$ cat src/hdl/chip_pad_pkg.sv
// chip pad package
// pad counts, MIO pad indices and pad vector types for the GPIO pinout

`default_nettype none

package chip_pad_pkg;

  // pad bus and MIO vector sizes
  localparam int unsigned NGpioPads    = 32;
  localparam int unsigned NMioPads     = 21;
  localparam int unsigned NGenericGpio = 14;
  localparam int unsigned NSwStraps    = 3;
  localparam int unsigned NTapStraps   = 2;

  ////////////////////////////////////////
  // MIO pad indices
  ////////////////////////////////////////

  // generic GPIOs occupy the bottom of the MIO vector
  localparam int unsigned MioGpioBase  = 0;
  localparam int unsigned MioSwStrap0  = 14;
  localparam int unsigned MioTapStrap0 = 17;
  localparam int unsigned MioTapStrap1 = 18;
  localparam int unsigned MioUartRx    = 19;
  localparam int unsigned MioUartTx    = 20;

  ////////////////////////////////////////
  // pad bus positions
  ////////////////////////////////////////

  // sw straps sit on bits 24:22
  localparam int unsigned GpioSwStrapPos   = 22;
  localparam int unsigned GpioTapStrap0Pos = 30;
  localparam int unsigned GpioTapStrap1Pos = 27;

  typedef logic [NGpioPads-1:0]  gpio_bus_t;
  typedef logic [NMioPads-1:0]   mio_vec_t;
  typedef logic [NSwStraps-1:0]  sw_strap_t;
  typedef logic [NTapStraps-1:0] tap_strap_t;

endpackage

`default_nettype wire

$ cat src/hdl/por_pkg.sv
// power-on package
// supply emulation windows, power-ok hold time and sequencer state

`default_nettype none

package por_pkg;

  typedef logic [3:0] supply_cnt_t;
  typedef logic [2:0] pok_cnt_t;

  // emulated supply: low, glitch high, low again, then stable high
  localparam supply_cnt_t SupplyCntMax   = 4'd15;
  localparam supply_cnt_t SupplyLowEnd1  = 4'd4;
  localparam supply_cnt_t SupplyHighEnd1 = 4'd8;
  localparam supply_cnt_t SupplyLowEnd2  = 4'd12;

  // consecutive high cycles before power-ok, longer than the glitch
  localparam pok_cnt_t PokHoldCycles = 3'd6;

  typedef enum logic [1:0] {
    PorOff,
    PorWaitPok,
    PorSampleStraps,
    PorRun
  } por_state_t;

endpackage

`default_nettype wire

$ cat src/hdl/chip_pad_top.sv
// chip pad top
// power-on sequencing chain plus the GPIO and UART pad map

`timescale 1ns/1ps
`default_nettype none

module chip_pad_top (
  input  wire  clk_aon,
  input  wire  rst_n_i,
  input  wire  chip_pad_pkg::gpio_bus_t gpio_p2d_i,
  input  wire  logic uart_rx_p2d_i,
  input  wire  chip_pad_pkg::mio_vec_t core_mio_out_i,
  input  wire  chip_pad_pkg::mio_vec_t core_mio_oe_i,
  input  wire  chip_pad_pkg::mio_vec_t core_pull_en_i,
  input  wire  chip_pad_pkg::mio_vec_t core_pull_sel_i,
  output chip_pad_pkg::mio_vec_t   core_mio_in_o,
  output chip_pad_pkg::gpio_bus_t  gpio_d2p_o,
  output chip_pad_pkg::gpio_bus_t  gpio_en_d2p_o,
  output chip_pad_pkg::gpio_bus_t  gpio_pull_en_o,
  output chip_pad_pkg::gpio_bus_t  gpio_pull_select_o,
  output logic uart_tx_d2p_o,
  output logic uart_tx_en_d2p_o,
  output logic por_n_o,
  output chip_pad_pkg::sw_strap_t  sw_strap_o,
  output chip_pad_pkg::tap_strap_t tap_strap_o
);

  import chip_pad_pkg::*;

  logic       vcc_supp;
  logic       pok;
  logic       strap_sample;
  logic       core_rst_n;
  sw_strap_t  sw_raw;
  tap_strap_t tap_raw;

  ////////////////////////////////////////
  // power-on sequencing
  ////////////////////////////////////////

  supply_ramp u_supply_ramp (
    .clk_aon    (clk_aon),
    .rst_n_i    (rst_n_i),
    .vcc_supp_o (vcc_supp)
  );

  pok_filter u_pok_filter (
    .clk_aon    (clk_aon),
    .rst_n_i    (rst_n_i),
    .vcc_supp_i (vcc_supp),
    .pok_o      (pok)
  );

  por_fsm u_por_fsm (
    .clk_aon        (clk_aon),
    .rst_n_i        (rst_n_i),
    .pok_i          (pok),
    .strap_sample_o (strap_sample),
    .core_rst_n_o   (core_rst_n)
  );

  assign por_n_o = core_rst_n;

  strap_latch u_strap_latch (
    .clk_aon        (clk_aon),
    .rst_n_i        (rst_n_i),
    .strap_sample_i (strap_sample),
    .sw_raw_i       (sw_raw),
    .tap_raw_i      (tap_raw),
    .sw_strap_o     (sw_strap_o),
    .tap_strap_o    (tap_strap_o)
  );

  // pads
  gpio_pad_map u_gpio_pad_map (
    .clk_aon            (clk_aon),
    .rst_n_i            (rst_n_i),
    .core_rst_n_i       (core_rst_n),
    .gpio_p2d_i         (gpio_p2d_i),
    .uart_rx_p2d_i      (uart_rx_p2d_i),
    .core_mio_out_i     (core_mio_out_i),
    .core_mio_oe_i      (core_mio_oe_i),
    .core_pull_en_i     (core_pull_en_i),
    .core_pull_sel_i    (core_pull_sel_i),
    .core_mio_in_o      (core_mio_in_o),
    .sw_raw_o           (sw_raw),
    .tap_raw_o          (tap_raw),
    .gpio_d2p_o         (gpio_d2p_o),
    .gpio_en_d2p_o      (gpio_en_d2p_o),
    .gpio_pull_en_o     (gpio_pull_en_o),
    .gpio_pull_select_o (gpio_pull_select_o),
    .uart_tx_d2p_o      (uart_tx_d2p_o),
    .uart_tx_en_d2p_o   (uart_tx_en_d2p_o)
  );

endmodule

`default_nettype wire

$ cat src/hdl/gpio_pad_map.sv
// GPIO pad map
// gathers pad bus inputs into the MIO vector and scatters MIO outputs
// and pull attributes back onto the pad buses

`timescale 1ns/1ps
`default_nettype none

module gpio_pad_map (
  input  wire  clk_aon,
  input  wire  rst_n_i,
  input  wire  logic core_rst_n_i,
  input  wire  chip_pad_pkg::gpio_bus_t gpio_p2d_i,
  input  wire  logic uart_rx_p2d_i,
  input  wire  chip_pad_pkg::mio_vec_t core_mio_out_i,
  input  wire  chip_pad_pkg::mio_vec_t core_mio_oe_i,
  input  wire  chip_pad_pkg::mio_vec_t core_pull_en_i,
  input  wire  chip_pad_pkg::mio_vec_t core_pull_sel_i,
  output chip_pad_pkg::mio_vec_t   core_mio_in_o,
  output chip_pad_pkg::sw_strap_t  sw_raw_o,
  output chip_pad_pkg::tap_strap_t tap_raw_o,
  output chip_pad_pkg::gpio_bus_t  gpio_d2p_o,
  output chip_pad_pkg::gpio_bus_t  gpio_en_d2p_o,
  output chip_pad_pkg::gpio_bus_t  gpio_pull_en_o,
  output chip_pad_pkg::gpio_bus_t  gpio_pull_select_o,
  output logic uart_tx_d2p_o,
  output logic uart_tx_en_d2p_o
);

  import chip_pad_pkg::*;

  mio_vec_t sync1_q;
  mio_vec_t sync2_q;

  // pad bus to MIO order, pads without a bus bit read 0
  function automatic mio_vec_t gather(input gpio_bus_t bus, input logic rx);
    mio_vec_t v;
    v = '0;
    v[MioGpioBase +: NGenericGpio] = bus[NGenericGpio-1:0];
    v[MioSwStrap0 +: NSwStraps]    = bus[GpioSwStrapPos +: NSwStraps];
    v[MioTapStrap0]                = bus[GpioTapStrap0Pos];
    v[MioTapStrap1]                = bus[GpioTapStrap1Pos];
    v[MioUartRx]                   = rx;
    return v;
  endfunction

  // MIO order to pad bus, unused bus bits tied low
  function automatic gpio_bus_t scatter(input mio_vec_t v);
    gpio_bus_t bus;
    bus = '0;
    bus[NGenericGpio-1:0]           = v[MioGpioBase +: NGenericGpio];
    bus[GpioSwStrapPos +: NSwStraps] = v[MioSwStrap0 +: NSwStraps];
    bus[GpioTapStrap0Pos]           = v[MioTapStrap0];
    bus[GpioTapStrap1Pos]           = v[MioTapStrap1];
    return bus;
  endfunction

  ////////////////////////////////////////
  // input path, two-flop synchronizer
  ////////////////////////////////////////

  always_ff @(posedge clk_aon) begin
    if (!rst_n_i) begin
      sync1_q <= '0;
      sync2_q <= '0;
    end else begin
      sync1_q <= gather(gpio_p2d_i, uart_rx_p2d_i);
      sync2_q <= sync1_q;
    end
  end

  assign core_mio_in_o = sync2_q;
  assign sw_raw_o      = sync2_q[MioSwStrap0 +: NSwStraps];
  assign tap_raw_o     = {sync2_q[MioTapStrap1], sync2_q[MioTapStrap0]};

  ////////////////////////////////////////
  // output path, held off until core reset release
  ////////////////////////////////////////

  always_ff @(posedge clk_aon) begin
    if (!rst_n_i || !core_rst_n_i) begin
      gpio_d2p_o         <= '0;
      gpio_en_d2p_o      <= '0;
      gpio_pull_en_o     <= '0;
      gpio_pull_select_o <= '0;
      uart_tx_d2p_o      <= 1'b0;
      uart_tx_en_d2p_o   <= 1'b0;
    end else begin
      gpio_d2p_o         <= scatter(core_mio_out_i);
      gpio_en_d2p_o      <= scatter(core_mio_oe_i);
      // pull attributes keep the same bit order as the data
      gpio_pull_en_o     <= scatter(core_pull_en_i);
      gpio_pull_select_o <= scatter(core_pull_sel_i);
      uart_tx_d2p_o      <= core_mio_out_i[MioUartTx];
      uart_tx_en_d2p_o   <= core_mio_oe_i[MioUartTx];
    end
  end

endmodule

`default_nettype wire

$ cat src/hdl/pok_filter.sv
// power-ok filter
// asserts a sticky power-ok once the supply has stayed high long enough

`timescale 1ns/1ps
`default_nettype none

module pok_filter (
  input  wire  clk_aon,
  input  wire  rst_n_i,
  input  wire  logic vcc_supp_i,
  output logic pok_o
);

  import por_pkg::*;

  pok_cnt_t hold_cnt_q;

  always_ff @(posedge clk_aon) begin
    if (!rst_n_i) begin
      hold_cnt_q <= '0;
      pok_o      <= 1'b0;
    end else begin
      // any low cycle restarts the hold window
      if (!vcc_supp_i) begin
        hold_cnt_q <= '0;
      end else if (hold_cnt_q != PokHoldCycles) begin
        hold_cnt_q <= hold_cnt_q + pok_cnt_t'(1);
      end
      // last cycle of the window sets the flag, kept until reset
      if (vcc_supp_i && (hold_cnt_q == PokHoldCycles - pok_cnt_t'(1))) begin
        pok_o <= 1'b1;
      end
    end
  end

endmodule

`default_nettype wire

$ cat src/hdl/por_fsm.sv
// power-on sequencer
// waits for power-ok, samples the straps once, then releases core reset

`timescale 1ns/1ps
`default_nettype none

module por_fsm (
  input  wire  clk_aon,
  input  wire  rst_n_i,
  input  wire  logic pok_i,
  output logic strap_sample_o,
  output logic core_rst_n_o
);

  import por_pkg::*;

  por_state_t state_q;
  por_state_t state_d;

  ////////////////////////////////////////
  // next state
  ////////////////////////////////////////

  always_comb begin
    state_d = state_q;
    case (state_q)
      PorOff:          state_d = PorWaitPok;
      PorWaitPok: begin
        if (pok_i) begin
          state_d = PorSampleStraps;
        end
      end
      // single cycle, straps are taken here
      PorSampleStraps: state_d = PorRun;
      PorRun:          state_d = PorRun;
      default:         state_d = PorOff;
    endcase
  end

  always_ff @(posedge clk_aon) begin
    if (!rst_n_i) begin
      state_q <= PorOff;
    end else begin
      state_q <= state_d;
    end
  end

  // outputs straight from the state register
  assign strap_sample_o = (state_q == PorSampleStraps);
  assign core_rst_n_o   = (state_q == PorRun);

endmodule

`default_nettype wire

$ cat src/hdl/strap_latch.sv
// strap latch
// captures software and TAP straps on the sample pulse and holds them

`timescale 1ns/1ps
`default_nettype none

module strap_latch (
  input  wire  clk_aon,
  input  wire  rst_n_i,
  input  wire  logic strap_sample_i,
  input  wire  chip_pad_pkg::sw_strap_t  sw_raw_i,
  input  wire  chip_pad_pkg::tap_strap_t tap_raw_i,
  output chip_pad_pkg::sw_strap_t  sw_strap_o,
  output chip_pad_pkg::tap_strap_t tap_strap_o
);

  // sampled once per power-on, later strap pin activity is ignored
  always_ff @(posedge clk_aon) begin
    if (!rst_n_i) begin
      sw_strap_o  <= '0;
      tap_strap_o <= '0;
    end else if (strap_sample_i) begin
      sw_strap_o  <= sw_raw_i;
      tap_strap_o <= tap_raw_i;
    end
  end

endmodule

`default_nettype wire

$ cat src/hdl/supply_ramp.sv
// supply ramp emulation
// saturating counter that fakes a supply which glitches low before settling

`timescale 1ns/1ps
`default_nettype none

module supply_ramp (
  input  wire  clk_aon,
  input  wire  rst_n_i,
  output logic vcc_supp_o
);

  import por_pkg::*;

  supply_cnt_t cnt_q;

  // count up once per cycle and stop at the top
  always_ff @(posedge clk_aon) begin
    if (!rst_n_i) begin
      cnt_q <= '0;
    end else if (cnt_q < SupplyCntMax) begin
      cnt_q <= cnt_q + supply_cnt_t'(1);
    end
  end

  // high during the glitch window and again from the second low end on
  always_comb begin
    vcc_supp_o = ((cnt_q >= SupplyLowEnd1) && (cnt_q < SupplyHighEnd1)) ||
                 (cnt_q >= SupplyLowEnd2);
  end

endmodule

`default_nettype wire

$ cat config.mk
export PLATFORM = sky130hd
export DESIGN_NAME = chip_pad_top
export DESIGN_NICKNAME = d
export VERILOG_FILES = /design/src/hdl/chip_pad_pkg.sv /design/src/hdl/por_pkg.sv /design/src/hdl/chip_pad_top.sv /design/src/hdl/gpio_pad_map.sv /design/src/hdl/pok_filter.sv /design/src/hdl/por_fsm.sv /design/src/hdl/strap_latch.sv /design/src/hdl/supply_ramp.sv
export SDC_FILE = /design/constraint.sdc
export NUM_CORES = 1
export LEC_CHECK = 0
export BUFFER_PORTS_ARGS = -buffer_cell sky130_fd_sc_hd__clkbuf_2
export CORE_ASPECT_RATIO = 1.1
export CORE_MARGIN = 5
export CORE_UTILIZATION = 42
export CTS_CLUSTER_DIAMETER = 60
export DETAILED_ROUTE_END_ITERATION = 10
export PLACE_DENSITY = 0.92
export SYNTH_ARGS = -nofsm -noshare
export SYNTH_HDL_FRONTEND = slang
export SYNTH_SLANG_ARGS = --single-unit
$ cat constraint.sdc
create_clock -name clk_aon -period 1.6 [get_ports clk_aon]
set_input_delay 0.16 -clock clk_aon [delete_from_list [all_inputs] [get_ports clk_aon]]
set_output_delay 0.16 -clock clk_aon [all_outputs]
set_load 0.1 [all_outputs]
==> flow_metrics.tcl <==
set metrics [dict create \
    cts.hold.buffers_added 98 \
    worst_slew_pin_slew_ns 0.5974 \
    ys_async_sr_fraction_pct 0 \
    postSynthAreaPerCell_um2 11.59 \
    timing.final.hold_violations 0 \
    die_width_um 106.2 \
    wire_length_of_the_first_global_routing_pass_um 21510 \
    dr.pass1.iters 4 \
    tritoncts "done" \
    pin_count_of_the_biggest_net_entering_global_routing 79 \
    post_synth_most_frequent_cells "dfxtp_1, and2_1, buf_4" \
    dp_hpwl_um 7855 \
    synth.cell_area_um2 4275 \
    clockRootBuffer "clkbuf_8" \
    synth_top_area_share_pct 62.28 \
    hold_path.class "input port to flop" \
    core.rowCount 38 \
    cts_sinks 133 \
    overflow 0 \
    avgViaCountPerCell 4.377 \
    design.final.nets 798 \
    timing.critical_path.slowest_stage_cell "clkbuf_2" \
    vias 3541 \
    max-vdd-ir-drop_uv 697.6 \
    result_of_the_run "finished, final reports clean" \
    clock_tree.buffer_depth 2 \
    antenna_left 0 \
    tns_ns 0 \
    design_power_total_w 0.008449 \
    worstPathMaxFanout 1 \
    drv_slew 0 \
    synth_area_leader_cell "dfxtp_1" \
    core_area_um2 9889 \
    synthToLayoutAreaGrowth_pct 58.24 \
    cp.arrival_ns 1.36 \
    detail_route.wl_per_cell_um 17.70 \
    drive_gt1_share_pct 37.35 \
    drv_cap 0 \
    p_leak_nw 3.375 \
    totalWireLength_um 14320 \
    final-setup-viol-count 0 \
    worst-path-stages 1 \
    fin_worst_skew_ns 0.007882 \
    dr.first_iter.drc_count 223 \
    die_h_um 115.8 \
    setup.worst_path.start "u_gpio_pad_map.gpio_pull_select_o[12]$_SDFF_PP0_" \
    start_util_pct 43.23 \
    layout_worst_path_cycle_share_pct 95.27 \
    crit_family "buffers and inverters" \
    timing.rr.end "u_supply_ramp.cnt_q[0]$_SDFFE_PN0N_" \
    critical_path.n_buffers_inverters 1 \
    max_stage_delay_ns 0.49 \
    worst_ep_required_time_ns 1.44 \
    worstSetupStartpointType "flop" \
    timing.reg2reg.setup_slack_ns 0.37 \
    timing.critical_path.to_type "primary output" \
    cp-endpoint "gpio_pull_select_o[12]" \
    cts-buffers-inserted 17 \
    ys_ff_latch 133 \
    power_per_cell_area_nw_per_um2 1249 \
    yosys.cell_count.top_type "dfxtp_1" \
    netlist_instances 369 \
    synth-seq-area-share_pct 62.28 \
    synth_edf_count 0 \
    reg2reg_depth 4 \
    clkSlewWorstSetupHoldPaths_ns 0.06 \
    grt_antenna_before_repair 1 \
    first_global_vias 3913 \
    ys_top_cells_by_area "dfxtp_1, and2_1, buf_4, and2_4, buf_6" \
    timing_worst_setup_path_type "flop to primary output" \
    yosys.cell_types.count 27 \
    ctsResizeCount 0 \
    regToRegStartpoint "u_supply_ramp.cnt_q[0]$_SDFFE_PN0N_" \
    fmax_mhz 656.1 \
    htreeDepth 4 \
    globalplace.congestion 0.8150 \
    timing.final.crit_period_ns 1.524 \
    clk-insertion-delay-late_ns 0.50 \
    dieArea_um2 12300 \
    num_ports 276 \
    synth-main-ff-cell "dfxtp_1" \
    cts_post_setup_buffers_inserted 0 \
    yosys_warnings 0 \
    numPortBuffers 203 \
    timing.max_slew.rel_slack_pct 60.35 \
    crit_path_cell_trace "clkbuf_2" \
    rsz_0062_raised_after_global_routing "false" \
    drc_errors 0 \
    overall_global_routing_usage_pct 23.60 \
]
## flip-flops by register name, summed over array words and instances, names as in the netlist
| signal | cells |
|---|---|
| u_pok_filter.hold_cnt_q | 3 |
| u_gpio_pad_map.gpio_en_d2p_o | 19 |
| u_gpio_pad_map.uart_tx_en_d2p_o | 1 |
| u_gpio_pad_map.sync1_q | 20 |
| u_gpio_pad_map.gpio_pull_select_o | 19 |
| u_gpio_pad_map.uart_tx_d2p_o | 1 |
| u_gpio_pad_map.gpio_d2p_o | 19 |
| u_por_fsm.state_q | 2 |
| u_strap_latch.tap_strap_o | 2 |
| u_strap_latch.sw_strap_o | 3 |
| u_supply_ramp.cnt_q | 4 |
| u_pok_filter.pok_o | 1 |
| u_gpio_pad_map.gpio_pull_en_o | 19 |
| u_gpio_pad_map.core_mio_in_o | 20 |
## cells by family (layout without fill, tap and decap cells)
| family | count (synthesis) | in the layout | synth area share [%] |
|---|---|---|---|
| multiplexers | 5 | 5 | 1.171 |
| XOR/XNOR | 2 | 2 | 0.4098 |
| flip-flops | 133 | 133 | 62.28 |
| buffers and inverters | 72 | 339 | 12.03 |
| adder cells (fa/ha/maj) | 4 | 4 | 1.171 |
| AO/OA/AOI/OAI | 8 | 8 | 1.141 |
| AND/OR/NAND/NOR | 144 | 144 | 21.71 |
| other | 1 | 54 | 0.08771 |
## layout make-up
cell class | count | area [um2]
flip-flops and latches | 133 | 2663
repair buffers | 304 | 2034
clock buffers | 24 | 490.5
multi-input cells | 216 | 1294
diodes | 1 | 2.502
inverters | 3 | 11.26
well taps | 120 | 150.1
clock inverters | 8 | 120.1
fillers | 614 | 3124
## worst reg2reg max path: cells and delay by family (launching register included)
family                     cells  cell delay (ns)
DFF                            1             0.40
and+or+nand+nor                2             0.31
adders and majority gates      1             0.25
xor gates and xnor gates       1             0.17
## metal layers
metal	share of wire, %	vias up	global-route usage (%)
li1	-	1632	-
met1	34	1654	22.78
met2	53	210	42.92
met3	9.0	45	8.357
met4	4.6	0	14.85
met5	0	-	0
## worst min-delay path by stage
stage	startpoint	endpoint	depth (start not counted)
CTS	rst_n_i	u_gpio_pad_map.core_mio_in_o[0]$_SDFF_PN0_	2
floorplan	core_mio_out_i[0]	u_gpio_pad_map.gpio_d2p_o[0]$_SDFF_PP0_	1
finish	rst_n_i	u_gpio_pad_map.core_mio_in_o[4]$_SDFF_PN0_	2
global placement	core_mio_out_i[20]	u_gpio_pad_map.uart_tx_d2p_o$_SDFF_PP0_	2
detailed placement	core_pull_sel_i[2]	u_gpio_pad_map.gpio_pull_select_o[2]$_SDFF_PP0_	2
global route	rst_n_i	u_gpio_pad_map.core_mio_in_o[4]$_SDFF_PN0_	2
## per-stage QoR
step | cells | utilization, % | setup WS, ns | hold WS (ns) | area [um2]
5_1_grt | 809 | 68.41 | 0.0004267 | 0.1788 | 6765
2_1_floorplan | 421 | - | 0.3227 | 0.2817 | 4471
3_5_place_dp | 678 | 52.29 | 0.3804 | 0.3633 | 5171
3_3_place_gp | 678 | 52.29 | 0.4224 | 0.3596 | 5171
6_report | 809 | 68.41 | 0.07574 | 0.1483 | 6765
4_1_cts | 808 | 68.38 | 0.03434 | 0.1123 | 6763
## power breakdown
group / switching, W / total [W] / internal [W]
combinational: 0.000825 / 0.00112 / 0.000290
sequential: 0.0000262 / 0.00340 / 0.00337
clock: 0.00136 / 0.00394 / 0.00258
total: 0.00221 / 0.00845 / 0.00623
## placed cells by master (no fill, tap or decap), types with 4 or more instances in the layout
cell type,Yosys,routed
and2_1,100,100
and2_4,20,20
clkbuf_16,0,16
clkbuf_2,5,202
clkbuf_8,0,6
conb_1,1,53
dfxtp_1,133,133
dlygate4sd3_1,0,98
ha_1,4,4
mux2i_1,5,5
nand2_1,5,5
nor2_1,4,4
nor2b_1,7,7
Power figures use the tool's default switching activity.
